### src/hw/move_pkg.sv
package move_pkg;

    // raw code on the movement input with 110 and 111 unnamed
    typedef enum logic [2:0] {
        rot_cw  = 3'b000,
        rot_ccw = 3'b001,
        down    = 3'b010,
        left    = 3'b011,
        right   = 3'b100,
        idle    = 3'b101
    } movement_t;

    // one decoded action per clock
    typedef enum logic [2:0] {
        cmd_hold,
        cmd_spawn,
        cmd_down,
        cmd_left,
        cmd_right,
        cmd_rot_cw,
        cmd_rot_ccw
    } move_cmd_t;

endpackage

### src/hw/piece_pkg.sv
package piece_pkg;

    //////////////////////////////////////////////////////////////////////
    // playfield geometry
    //////////////////////////////////////////////////////////////////////

    localparam int grid_x_bits = 4;  // 16 columns
    localparam int grid_y_bits = 5;  // 32 rows

    typedef logic [grid_x_bits-1:0] coord_x_t;
    typedef logic [grid_y_bits-1:0] coord_y_t;

    //////////////////////////////////////////////////////////////////////
    // tetromino kinds
    //////////////////////////////////////////////////////////////////////

    typedef enum logic [2:0] {
        none    = 3'd0,  // empty piece
        line    = 3'd1,
        square  = 3'd2,
        tee     = 3'd3,  // inverted t
        s_piece = 3'd4,
        z_piece = 3'd5,
        j_piece = 3'd6,
        l_piece = 3'd7
    } block_kind_t;

endpackage
### src/hw/piece_mover.sv
`timescale 1ns/10ps

module piece_mover import piece_pkg::*; import move_pkg::*; (
    input  logic        clk,
    input  logic        reset,
    input  movement_t   movement,
    input  block_kind_t block_type,
    output coord_x_t    x1, x2, x3, x4,
    output coord_y_t    y1, y2, y3, y4
);

    move_cmd_t cmd;

    // candidate cell sets
    coord_x_t spawn_x1, spawn_x2, spawn_x3, spawn_x4;
    coord_y_t spawn_y1, spawn_y2, spawn_y3, spawn_y4;
    coord_x_t shift_x1, shift_x2, shift_x3, shift_x4;
    coord_y_t shift_y1, shift_y2, shift_y3, shift_y4;
    coord_x_t rot_x1, rot_x2, rot_x3, rot_x4;
    coord_y_t rot_y1, rot_y2, rot_y3, rot_y4;

    //////////////////////////////////////////////////////////////////////
    // decode
    //////////////////////////////////////////////////////////////////////

    move_control move_control_inst (
        .*
    );

    spawn_table spawn_table_inst (
        .*
    );

    //////////////////////////////////////////////////////////////////////
    // next position candidates
    //////////////////////////////////////////////////////////////////////

    shift_unit shift_unit_inst (
        .*
    );

    rotate_unit rotate_unit_inst (
        .*
    );

    //////////////////////////////////////////////////////////////////////
    // state
    //////////////////////////////////////////////////////////////////////

    piece_register piece_register_inst (
        .*
    );

endmodule

### src/hw/piece_register.sv
`timescale 1ns/10ps

module piece_register import piece_pkg::*; import move_pkg::*; (
    input  logic      clk,
    input  move_cmd_t cmd,
    input  coord_x_t  spawn_x1, spawn_x2, spawn_x3, spawn_x4,
    input  coord_y_t  spawn_y1, spawn_y2, spawn_y3, spawn_y4,
    input  coord_x_t  shift_x1, shift_x2, shift_x3, shift_x4,
    input  coord_y_t  shift_y1, shift_y2, shift_y3, shift_y4,
    input  coord_x_t  rot_x1, rot_x2, rot_x3, rot_x4,
    input  coord_y_t  rot_y1, rot_y2, rot_y3, rot_y4,
    output coord_x_t  x1, x2, x3, x4,
    output coord_y_t  y1, y2, y3, y4
);

    logic [4*grid_x_bits-1:0] next_x;
    logic [4*grid_y_bits-1:0] next_y;

    // pick the candidate set for this cycle
    always_comb begin
        case (cmd)
            cmd_spawn: begin
                next_x = {spawn_x1, spawn_x2, spawn_x3, spawn_x4};
                next_y = {spawn_y1, spawn_y2, spawn_y3, spawn_y4};
            end
            cmd_down, cmd_left, cmd_right: begin
                next_x = {shift_x1, shift_x2, shift_x3, shift_x4};
                next_y = {shift_y1, shift_y2, shift_y3, shift_y4};
            end
            cmd_rot_cw, cmd_rot_ccw: begin
                next_x = {rot_x1, rot_x2, rot_x3, rot_x4};
                next_y = {rot_y1, rot_y2, rot_y3, rot_y4};
            end
            default: begin
                // hold
                next_x = {x1, x2, x3, x4};
                next_y = {y1, y2, y3, y4};
            end
        endcase
    end

    always_ff @(posedge clk) begin
        {x1, x2, x3, x4} <= next_x;
        {y1, y2, y3, y4} <= next_y;
    end

endmodule

### src/hw/move_control.sv
`timescale 1ns/10ps

module move_control import piece_pkg::*; import move_pkg::*; (
    input  logic        reset,
    input  movement_t   movement,
    input  block_kind_t block_type,
    output move_cmd_t   cmd
);

    logic no_spin;

    assign no_spin = (block_type == square);  // square looks the same turned

    always_comb begin
        if (reset) begin
            cmd = cmd_spawn;  // reload while reset is held
        end else begin
            case (movement)
                rot_cw: begin
                    cmd = no_spin ? cmd_hold : cmd_rot_cw;
                end
                rot_ccw: begin
                    cmd = no_spin ? cmd_hold : cmd_rot_ccw;
                end
                down:    cmd = cmd_down;
                left:    cmd = cmd_left;
                right:   cmd = cmd_right;
                idle:    cmd = cmd_hold;
                default: cmd = cmd_hold;  // 110 and 111
            endcase
        end
    end

endmodule

### src/hw/rotate_unit.sv
`timescale 1ns/10ps

module rotate_unit import piece_pkg::*; import move_pkg::*; (
    input  move_cmd_t cmd,
    input  coord_x_t  x1, x2, x3, x4,
    input  coord_y_t  y1, y2, y3, y4,
    output coord_x_t  rot_x1, rot_x2, rot_x3, rot_x4,
    output coord_y_t  rot_y1, rot_y2, rot_y3, rot_y4
);

    typedef logic signed [grid_x_bits-1:0] off_x_t;
    typedef logic signed [grid_y_bits-1:0] off_y_t;

    logic     cw;
    coord_x_t px;
    coord_y_t py;

    assign cw = (cmd == cmd_rot_cw);  // anything else turns the other way
    assign px = x3;                   // pivot is cell 3
    assign py = y3;

    // new column comes from the row offset
    function automatic coord_x_t turn_x(coord_x_t cx, coord_y_t cy, coord_y_t y, logic clockwise);
        coord_x_t dy_cut;
        dy_cut = coord_x_t'(y - cy);  // low bits of the signed row offset
        turn_x = clockwise ? cx - dy_cut : cx + dy_cut;
    endfunction

    // new row comes from the column offset
    function automatic coord_y_t turn_y(coord_x_t cx, coord_y_t cy, coord_x_t x, logic clockwise);
        off_x_t   dx;
        coord_y_t dx_wide;
        dx      = off_x_t'(x - cx);
        dx_wide = coord_y_t'(off_y_t'(dx));  // sign extend to row width
        turn_y  = clockwise ? cy + dx_wide : cy - dx_wide;
    endfunction

    assign rot_x1 = turn_x(px, py, y1, cw);
    assign rot_x2 = turn_x(px, py, y2, cw);
    assign rot_x3 = turn_x(px, py, y3, cw);
    assign rot_x4 = turn_x(px, py, y4, cw);

    assign rot_y1 = turn_y(px, py, x1, cw);
    assign rot_y2 = turn_y(px, py, x2, cw);
    assign rot_y3 = turn_y(px, py, x3, cw);
    assign rot_y4 = turn_y(px, py, x4, cw);

endmodule

### src/hw/shift_unit.sv
`timescale 1ns/10ps

module shift_unit import piece_pkg::*; import move_pkg::*; (
    input  move_cmd_t cmd,
    input  coord_x_t  x1, x2, x3, x4,
    input  coord_y_t  y1, y2, y3, y4,
    output coord_x_t  shift_x1, shift_x2, shift_x3, shift_x4,
    output coord_y_t  shift_y1, shift_y2, shift_y3, shift_y4
);

    coord_x_t dx;
    coord_y_t dy;

    // one offset pair for the whole piece
    always_comb begin
        dx = '0;
        dy = '0;
        case (cmd)
            cmd_down:  dy = coord_y_t'(1);
            cmd_left:  dx = '1;  // minus one mod 16
            cmd_right: dx = coord_x_t'(1);
            default: ;
        endcase
    end

    // adds wrap at the coordinate width
    assign shift_x1 = x1 + dx;
    assign shift_x2 = x2 + dx;
    assign shift_x3 = x3 + dx;
    assign shift_x4 = x4 + dx;

    assign shift_y1 = y1 + dy;
    assign shift_y2 = y2 + dy;
    assign shift_y3 = y3 + dy;
    assign shift_y4 = y4 + dy;

endmodule

### src/hw/spawn_table.sv
`timescale 1ns/10ps

module spawn_table import piece_pkg::*; (
    input  block_kind_t block_type,
    output coord_x_t    spawn_x1, spawn_x2, spawn_x3, spawn_x4,
    output coord_y_t    spawn_y1, spawn_y2, spawn_y3, spawn_y4
);

    typedef logic [4*grid_x_bits-1:0] x_set_t;  // cells 1..4 with cell 1 in the msbs
    typedef logic [4*grid_y_bits-1:0] y_set_t;

    //////////////////////////////////////////////////////////////////////
    // spawn positions per kind
    //////////////////////////////////////////////////////////////////////

    localparam x_set_t line_x   = {4'd3, 4'd4, 4'd5, 4'd6};
    localparam y_set_t line_y   = {5'd0, 5'd0, 5'd0, 5'd0};
    localparam x_set_t square_x = {4'd4, 4'd5, 4'd4, 4'd5};
    localparam y_set_t square_y = {5'd0, 5'd0, 5'd1, 5'd1};
    localparam x_set_t tee_x    = {4'd4, 4'd3, 4'd4, 4'd5};
    localparam y_set_t tee_y    = {5'd0, 5'd1, 5'd1, 5'd1};
    localparam x_set_t s_x      = {4'd5, 4'd6, 4'd4, 4'd5};
    localparam y_set_t s_y      = {5'd0, 5'd0, 5'd1, 5'd1};
    localparam x_set_t z_x      = {4'd4, 4'd5, 4'd5, 4'd6};
    localparam y_set_t z_y      = {5'd0, 5'd0, 5'd1, 5'd1};
    localparam x_set_t j_x      = {4'd6, 4'd4, 4'd5, 4'd6};
    localparam y_set_t j_y      = {5'd0, 5'd1, 5'd1, 5'd1};
    localparam x_set_t l_x      = {4'd3, 4'd3, 4'd4, 4'd5};
    localparam y_set_t l_y      = {5'd0, 5'd1, 5'd1, 5'd1};

    x_set_t xs;
    y_set_t ys;

    always_comb begin
        case (block_type)
            line:    xs = line_x;
            square:  xs = square_x;
            tee:     xs = tee_x;
            s_piece: xs = s_x;
            z_piece: xs = z_x;
            j_piece: xs = j_x;
            l_piece: xs = l_x;
            default: xs = '0;  // none
        endcase
        case (block_type)
            line:    ys = line_y;
            square:  ys = square_y;
            tee:     ys = tee_y;
            s_piece: ys = s_y;
            z_piece: ys = z_y;
            j_piece: ys = j_y;
            l_piece: ys = l_y;
            default: ys = '0;
        endcase
    end

    assign {spawn_x1, spawn_x2, spawn_x3, spawn_x4} = xs;
    assign {spawn_y1, spawn_y2, spawn_y3, spawn_y4} = ys;

endmodule

### config.mk
export PLATFORM = sky130hd
export DESIGN_NAME = piece_mover
export DESIGN_NICKNAME = d
export VERILOG_FILES = /design/src/hw/move_pkg.sv /design/src/hw/piece_pkg.sv /design/src/hw/piece_mover.sv /design/src/hw/piece_register.sv /design/src/hw/move_control.sv /design/src/hw/rotate_unit.sv /design/src/hw/shift_unit.sv /design/src/hw/spawn_table.sv
export SDC_FILE = /design/constraint.sdc
export NUM_CORES = 1
export LEC_CHECK = 0
export BUFFER_PORTS_ARGS = -buffer_cell sky130_fd_sc_hd__clkbuf_2
export CORE_MARGIN = 2
export CORE_UTILIZATION = 65
export CTS_CLUSTER_DIAMETER = 80
export DETAILED_ROUTE_END_ITERATION = 16
export PLACE_DENSITY = 0.94
export SYNTH_ARGS = -nofsm -noshare
export SYNTH_HDL_FRONTEND = slang
export SYNTH_SLANG_ARGS = --single-unit
### constraint.sdc
create_clock -name clk -period 8.85 [get_ports clk]
set_input_delay 1.77 -clock clk [delete_from_list [all_inputs] [get_ports clk]]
set_output_delay 1.77 -clock clk [all_outputs]
set_load 0.05 [all_outputs]
==> impl_metrics.csv, run 1 <==
group,metric,value,unit
timing,fmax,195,MHz
place,dpl.hpwl,7.70,mm
critical_path,rrSetupSlack,5.18,ns
timing,max_slew_margin,0.0811,
critical_path,path_class,"input port to flop",
route,finalWirelength,10.1,mm
global_routing,grt_pass1_vias,3408,
yosys,postSynthCellCount,415,
cts,cts_setup_buffers,0,
die,die_area,0.00701,mm2
cts,clk_pin_slew,0.08,ns
job,max-cap-violations,0,
yosys,synth.avg_cell_area,9.95,um2
route,ant_nets,0,
cts,cts-resized-gates,0,
cts,cts_tree,"yes",
global_routing,globalRouteOverflowTotal,0,
global_routing,grt_usage,0.302,
finish,regArea,0.00108,mm2
finish,area_delta_synth_final,8.18,%
place,io_buffers,43,
timing,setup_slack,3.73,ns
global_routing,grt_pass1_wl,16.5,mm
yosys,synth_edf_count,36,
yosys,ys_seq_area_frac,0.262,
place,pre_cts_slack,3.59,ns
cts,clock_latency,0.30,ns
yosys,ys_async_sr_fraction,0,
critical_path,path_cells,"clkbuf_2 > nor2_1 > a2111o_1 > nor2_1 > nor2_1 > xnor2_1 > ha_1 > a21o_1 > a21oi_1 > xnor2_1 > xnor2_1 > o22ai_1",
yosys,synth_cell_type_count,37,
critical_path,end_kind,"flop",
critical_path,crit_required,8.87,ns
cts,clock_sinks,36,
finish,layout_commonest_cell,"ha_1",
critical_path,crit_fanout,21,
die,die_h,83.7,um
finish,nets,539,
cts,cts_buffers,5,
place,gp_congestion,1.02,
die,core_area,0.00624,mm2
timing,hold_viol_final,0,
timing,report.final.slew_viol_count,0,
route,first_pass_iters,4,
finish,drive_gt1_frac,0.124,
min_path,hp-class,"flop to flop",
timing,layout_min_cycle_time,5.12,ns
route,wl_per_cell,19.2,um
yosys,ys_seq_elements,36,
timing,finalSetupTns,0,ns
finish,n_fill_cell,464,
die,die_w,83.7,um
critical_path,cp-start-kind,"input port",
power_and_ir_drop,leakage,2.08,nW
timing,worstMarginPinSlew,1.38,ns
critical_path,slowest_delay,0.77,ns
finish,multi_input_area,0.00282,mm2
timing,holdWs,0.685,ns
cts,cts_hold_buf,0,
route,via_per_inst,6.24,
critical_path,crit_slowest_cell,"a2111o_1",
yosys,syn_nets,505,
cts,clockBufferDepth,2,
power_and_ir_drop,irDropWorstVdd,0.176,mV
yosys,synth_area,0.00413,mm2
status,status,"completed",
timing,fin_worst_skew,0.00791,ns
cts,htreeDepth,2,
finish,layout_common_cells,"ha_1 (66), xnor2_1 (53), clkbuf_2 (43), inv_1 (39), edfxtp_1 (36)",
timing,timing.final.crit_share,0.578,
route,drc,0,
route,vias,3288,
yosys,ys_warn_count,0,
cts,cts-root-buf,"clkbuf_8",
die,boundaryPins,44,
die,row_count,29,
global_routing,grt_max_degree,37,
finish,n_antenna_cell,0,
timing,setup_viol,0,
critical_path,arrival,5.14,ns
route,drt-initial-drc-count,227,
global_routing,antenna_found_initial,0,
finish,utilization,0.716,
die,initial_core_util,0.662,
timing,rsz0062_at_grt,"false",
yosys,yosys_most_used_dff,"edfxtp_1",
power_and_ir_drop,power_density,272,mW/mm2
[area by class of cell]
class                           instances  share of cell area
Inverter                               39              0.0328
Timing Repair Buffer                   43              0.0482
Clock buffer                            5              0.0154
Multi-Input combinational cell        324               0.631
Clock inverter                          3             0.00952
Sequential cell                        36               0.242
Tap cell                               77              0.0216
[cells by family (layout without fill, tap and decap cells)]
kind of cell	after synthesis	count (layout)	share of synthesized area
flops	36	36	0.262
buf+inv	55	90	0.0560
xor+xnor	75	75	0.164
mux	6	6	0.0145
simple gates	70	70	0.0769
compound gates	91	91	0.150
fa+ha+maj	82	82	0.277
[synthesized netlist by cell type, drive strengths merged, types with 9 or more instances]
master / instances / area share
ha: 66 / 0.20
xnor2: 54 / 0.12
inv: 39 / 0.035
edfxtp: 36 / 0.26
nand2: 25 / 0.023
a21oi: 22 / 0.027
xor2: 21 / 0.045
nor2: 20 / 0.018
a21o: 19 / 0.035
fa: 16 / 0.078
o21ai: 12 / 0.015
o22ai: 12 / 0.018
nand3: 11 / 0.013
buf: 9 / 0.014
[routing by layer]
metal,GRT usage,up-vias,part of all wire
met5,0,-,0
met4,0.148,0,0.051
met3,0.0544,49,0.071
met2,0.514,137,0.49
met1,0.369,1574,0.39
li1,-,1528,-
[final timing paths]
| path | from | to | cells past startpoint |
|---|---|---|---|
| worst min-delay path | piece_register_inst.y2[4] | piece_register_inst.y2[4] | 2 |
| worst max register to register | piece_register_inst.x3[1] | piece_register_inst.y2[4] | 12 |
| worst min register to register | piece_register_inst.y2[4] | piece_register_inst.y2[4] | 2 |
| worst max-delay path | block_type[0] | piece_register_inst.y4[4] | 12 |
[sequential cells by signal (all words and copies together) (netlist names)]
register                count
piece_register_inst.x1      4
piece_register_inst.x4      4
piece_register_inst.x2      4
piece_register_inst.y1      5
piece_register_inst.y4      5
piece_register_inst.x3      4
piece_register_inst.y2      5
piece_register_inst.y3      5
[worst max-delay path, delay by kind of cell]
kind            cells  cell delay [ns]
simple gates        3             1.03
fa+ha+maj           1             0.32
xor+xnor            3             0.56
buf+inv             1             0.22
compound gates      4             1.22
[metrics by stage]
stage	cell area, um2	power, mW	cells
3_3_place_gp	4360	0.997	519
4_1_cts	4470	1.21	527
2_1_floorplan	4130	0.886	415
5_1_grt	4470	1.30	527
6_report	4470	1.21	527
3_5_place_dp	4360	1.05	519
[power breakdown]
| group | internal, mW | switching, mW | leakage [nW] |
|---|---|---|---|
| logic | 0.331 | 0.463 | 1.64 |
| clock network | 0.0834 | 0.0660 | 0.0541 |
| registers | 0.227 | 0.0452 | 0.386 |
Note: power is estimated with default switching activity, not from simulation.
==> run 2, diff against run 1 <==
Settings changed: CORE_UTILIZATION 65 to 61, PLACE_DENSITY 0.94 to 0.89.
Clock period 8.85 ns to 5 ns, I/O delays scaled along.
==> run 2 against run 1 <==
Against the previous run:
- setup slack lost 2.8 ns
- utilization shrank 2.5 points
- highest routed layer unchanged
- critical endpoint unchanged
- largest power group unchanged
- critical path depth grew 1
==> impl_metrics.csv, run 2 (synthesized netlist as in run 1, its figures left out) <==
group,metric,value,unit
status,status,"completed",
cts,clock_sinks,36,
finish,drive_gt1_frac,0.126,
timing,setup_viol,0,
finish,layout_commonest_cell,"ha_1",
timing,hold_viol_final,0,
timing,fin_worst_skew,0.00644,ns
cts,cts-resized-gates,0,
route,via_per_inst,6.16,
power_and_ir_drop,switching_share,0.474,
route,finalWirelength,9.78,mm
power_and_ir_drop,leakage,2.08,nW
global_routing,grt_max_degree,37,
critical_path,crit_slowest_cell,"nor2_1",
power_and_ir_drop,power_frac_seq,0.234,
timing,setup_slack,0.941,ns
min_path,hold_depth,2,
critical_path,path_class,"input port to flop",
min_path,worst_hold_startpoint,"piece_register_inst.y4[4]",
finish,n_fill_cell,512,
timing,layout_min_cycle_time,4.06,ns
critical_path,rrSetupSlack,1.37,ns
global_routing,grt_pass1_vias,3364,
finish,regArea,0.00108,mm2
route,drc,0,
critical_path,regToRegEndpoint,"piece_register_inst.y2[4]",
global_routing,grt_usage,0.275,
timing,rsz0062_at_grt,"false",
finish,layout_common_cells,"ha_1 (66), xnor2_1 (53), clkbuf_2 (43), inv_1 (39), edfxtp_1 (36)",
place,dpl.hpwl,7.50,mm
cts,cts_setup_buffers,0,
job,max-cap-violations,0,
cts,cts_hold_buf,0,
die,die_w,86.3,um
finish,nets,542,
critical_path,slowest_delay,0.66,ns
cts,htreeDepth,2,
cts,clk_pin_slew,0.07,ns
finish,area_delta_synth_final,8.06,%
power_and_ir_drop,power_density,460,mW/mm2
timing,finalSetupTns,0,ns
route,drt-initial-drc-count,176,
critical_path,reg2regPathDepth,12,
power_and_ir_drop,share_comb_of_total_power,0.664,
cts,cts_buffers,5,
critical_path,crit_required,5.02,ns
power_and_ir_drop,p_clk_frac,0.101,
finish,n_antenna_cell,0,
place,pre_cts_slack,0.695,ns
route,ant_nets,0,
finish,multi_input_area,0.00282,mm2
die,row_count,29,
timing,worstMarginPinSlew,1.30,ns
route,vias,3267,
die,die_h,86.3,um
power_and_ir_drop,p_sw,0.972,mW
die,core_area,0.00646,mm2
die,die_area,0.00745,mm2
route,first_pass_iters,4,
global_routing,grt_pass1_wl,15.7,mm
timing,timing.final.crit_share,0.812,
timing,max_slew_margin,0.131,
min_path,min_to,"piece_register_inst.y4[4]",
power_and_ir_drop,irDropWorstVdd,0.220,mV
critical_path,cp-start-kind,"input port",
die,boundaryPins,44,
route,wl_per_cell,18.4,um
timing,report.final.slew_viol_count,0,
critical_path,path_cells,"clkbuf_2 > nor2_1 > a2111o_1 > buf_4 > nor2_1 > nor2_1 > xnor2_1 > ha_1 > a21o_1 > a21oi_1 > xnor2_1 > xnor2_1 > o22ai_1",
global_routing,globalRouteOverflowTotal,0,
finish,utilization,0.691,
timing,fmax,246,MHz
place,gp_congestion,1.00,
cts,cts-root-buf,"clkbuf_8",
critical_path,arrival,4.08,ns
cts,cts_tree,"yes",
cts,clockBufferDepth,2,
place,io_buffers,43,
cts,clock_latency,0.30,ns
critical_path,end_kind,"flop",
global_routing,antenna_found_initial,0,
critical_path,crit_fanout,21,
die,initial_core_util,0.639,
power_and_ir_drop,power.internal,1.08,mW
min_path,hp-class,"flop to flop",
critical_path,r2r_start,"piece_register_inst.x3[1]",
==> run 2: cell count changes in the layout (fill, tap and decap cells not counted) <==
cell and change:
clkbuf_1 +1, bufinv_16 -1, clkinv_1 +1, clkinv_2 -1, buf_4 +3
==> run 2: layout make-up <==
class	instances	share of cell area
well taps	77	0.0216
inverters	39	0.0328
flip-flops and latches	36	0.242
clock buffers	6	0.0163
multi-input cells	324	0.631
repair buffers	46	0.0533
clock inverters	2	0.00252
==> run 2: critical path, delay by kind of cell <==
kind,cells,cell delay (ns)
compound gates,4,0.88
xor+xnor,3,0.53
simple gates,3,0.91
fa+ha+maj,1,0.30
buf+inv,2,0.44
==> run 2: power by group through the flow <==
stage / logic (mW) / registers, mW / clock network [mW]
3_5_place_dp: 1.35 / 0.488 / 0
5_1_grt: 1.50 / 0.490 / 0.222
2_1_floorplan: 0.930 / 0.640 / 0
6_report: 1.36 / 0.481 / 0.208
4_1_cts: 1.36 / 0.481 / 0.214
3_3_place_gp: 1.29 / 0.484 / 0
==> run 2: worst max-delay path by stage <==
stage                                          from                        end  cells after the start
after floorplan           piece_register_inst.x3[1]  piece_register_inst.y2[4]                     12
after global placement                block_type[0]  piece_register_inst.x2[3]                     14
after detailed placement              block_type[0]  piece_register_inst.y4[4]                     13
after CTS                             block_type[0]  piece_register_inst.y4[4]                     13
after global routing                  block_type[0]  piece_register_inst.x2[3]                     14
final                                 block_type[0]  piece_register_inst.y4[4]                     13
==> run 2: metrics by stage <==
stage	total power, mW	hold WS (ns)	cell area, um2	instances
floorplan	1.57	0.962	4130	415
global placement	1.77	0.658	4380	522
detailed placement	1.83	0.668	4380	522
CTS	2.05	0.693	4460	530
global route	2.21	0.735	4460	530
finish	2.05	0.695	4460	530
==> run 2: layer usage <==
| metal | up-vias | part of all wire | global-route usage |
|---|---|---|---|
| met4 | 0 | 0.028 | 0.131 |
| li1 | 1535 | - | - |
| met2 | 117 | 0.48 | 0.455 |
| met3 | 21 | 0.077 | 0.0476 |
| met5 | - | 0 | 0 |
| met1 | 1594 | 0.42 | 0.353 |
==> run 3, diff against run 2 <==
Settings changed: CORE_UTILIZATION 61 to 55, PLACE_DENSITY 0.89 to 0.85.
Clock period 5 ns to 3.55 ns, I/O delays scaled along.
==> run 3 against run 2 <==
Against the previous run:
- sequential power up 39%
- via count increased by 3.7%
- sequential cell count did not move
- sequential share of layout area is 0.86 points lower
- largest power group unchanged
- cell count grew 6.4%
==> impl_metrics.csv, run 3 (synthesized netlist as in run 1, its figures left out) <==
group,metric,value,unit
power_and_ir_drop,irDropWorstVdd,0.223,mV
place,gp_congestion,0.914,
die,core_area,0.00725,mm2
route,vias,3387,
critical_path,regToRegEndpoint,"piece_register_inst.x4[3]",
critical_path,cp-start-kind,"flop",
power_and_ir_drop,leakage,2.15,nW
route,first_pass_iters,5,
route,via_per_inst,6.01,
die,die_h,90.7,um
finish,drive_gt1_frac,0.166,
power_and_ir_drop,power.internal,1.62,mW
global_routing,grt_pass1_vias,3555,
route,finalWirelength,10.5,mm
route,wl_per_cell,18.6,um
finish,n_fill_cell,581,
timing,rsz0062_at_grt,"false",
finish,layout_common_cells,"ha_1 (66), xnor2_1 (53), clkbuf_2 (43), inv_1 (38), edfxtp_1 (36)",
timing,fin_worst_skew,0.0110,ns
power_and_ir_drop,p_sw,1.43,mW
timing,hold_viol_final,0,
global_routing,grtUsageMet2,0.460,
finish,area_delta_synth_final,12.0,%
cts,cts_buffers,5,
cts,htreeDepth,2,
cts,cts_tree,"yes",
die,die_area,0.00822,mm2
global_routing,grt.busiest_layer,"met2",
critical_path,rrSetupSlack,0.26,ns
cts,clock_sinks,36,
die,die_w,90.7,um
global_routing,grtUsageMet3,0.0476,
global_routing,globalRouteOverflowTotal,0,
timing,timing.final.crit_share,0.926,
power_and_ir_drop,power_frac_seq,0.219,
route,drc,0,
min_path,hp-class,"flop to flop",
timing,fmax,304,MHz
critical_path,path_class,"flop to flop",
timing,report.final.slew_viol_count,0,
global_routing,use_met1,0.325,
timing,finalSetupTns,0,ns
place,dpl.hpwl,8.19,mm
power_and_ir_drop,p_clk_frac,0.124,
cts,cts-root-buf,"clkbuf_8",
route,ant_nets,0,
finish,utilization,0.638,
finish,layout_commonest_cell,"ha_1",
cts,cts-resized-gates,0,
critical_path,end_kind,"flop",
global_routing,grt_max_degree,23,
cts,clk_pin_slew,0.09,ns
die,initial_core_util,0.569,
power_and_ir_drop,switching_share,0.469,
finish,n_antenna_cell,0,
global_routing,antenna_found_initial,0,
critical_path,arrival,3.31,ns
finish,nets,554,
job,max-cap-violations,0,
cts,clock_latency,0.30,ns
die,boundaryPins,44,
timing,setup_viol,0,
min_path,hold_depth,2,
finish,regArea,0.00108,mm2
cts,cts_hold_buf,0,
critical_path,reg2regPathDepth,14,
timing,worstMarginPinSlew,0.676,ns
critical_path,crit_fanout,8,
global_routing,grt_pass1_wl,17.1,mm
status,status,"completed",
timing,layout_min_cycle_time,3.29,ns
power_and_ir_drop,share_comb_of_total_power,0.656,
cts,clockBufferDepth,2,
die,row_count,31,
critical_path,crit_required,3.58,ns
min_path,min_to,"piece_register_inst.y2[4]",
critical_path,r2r_start,"piece_register_inst.y3[0]",
route,drt-initial-drc-count,230,
power_and_ir_drop,power_density,661,mW/mm2
min_path,worst_hold_startpoint,"piece_register_inst.y2[4]",
cts,cts_setup_buffers,0,
finish,multi_input_area,0.00284,mm2
global_routing,grt_usage,0.264,
timing,max_slew_margin,0.549,
place,io_buffers,43,
==> run 3: worst max-delay path: stages (launching register included) <==
cell and delay (ns):
edfxtp_1 0.56, ha_1 0.21, inv_1 0.06, fa_1 0.52
inv_1 0.08, ha_1 0.29, nand2_1 0.05, o21ai_1 0.14
inv_1 0.07, ha_1 0.27, a21o_1 0.16, a21oi_1 0.19
xnor2_1 0.17, xnor2_1 0.14, o22ai_1 0.09
==> run 3: metal layers <==
layer | vias up | part of all wire
met3 | 28 | 0.075
met2 | 155 | 0.50
met5 | - | 0
met1 | 1651 | 0.40
met4 | 0 | 0.024
li1 | 1553 | -
==> run 3: worst max-delay path by stage <==
stage                              startpoint                         to  slack (ns)  depth (start not counted)
global placement                block_type[2]  piece_register_inst.y4[4]        0.38                         13
floorplan           piece_register_inst.x3[1]  piece_register_inst.y2[4]      0.0004                         12
detailed placement              block_type[2]  piece_register_inst.x2[3]        0.30                         14
global route        piece_register_inst.y3[0]  piece_register_inst.x2[3]        0.05                         12
CTS                 piece_register_inst.y3[0]  piece_register_inst.x2[3]        0.29                         12
finish              piece_register_inst.y3[0]  piece_register_inst.x4[3]        0.26                         14
==> run 3: cell type report <==
type,instances,area share
well taps,99,0.0268
repair buffers,58,0.0708
inverters,39,0.0324
multi-input cells,324,0.613
flip-flops and latches,36,0.234
clock buffers,6,0.0157
clock inverters,2,0.00757
==> run 3: power groups by stage <==
stage                     clock network (mW)  logic [mW]  registers [mW]
after global routing                   0.397        2.21           0.681
after CTS                              0.380        2.00           0.669
after floorplan                            0        1.34           0.902
after detailed placement                   0        1.98           0.678
after global placement                     0        1.89           0.674
final                                  0.381        2.01           0.670
==> run 3: through the flow <==
stage | hold slack [ns] | cells | setup WS, ns | power, mW | instance area, um2
after floorplan | 0.962 | 415 | 0.000405 | 2.24 | 4150
after global placement | 0.654 | 556 | 0.376 | 2.56 | 4520
after detailed placement | 0.661 | 556 | 0.297 | 2.66 | 4520
after CTS | 0.685 | 564 | 0.286 | 3.05 | 4630
after global routing | 0.711 | 564 | 0.0513 | 3.28 | 4630
final | 0.690 | 564 | 0.262 | 3.06 | 4630
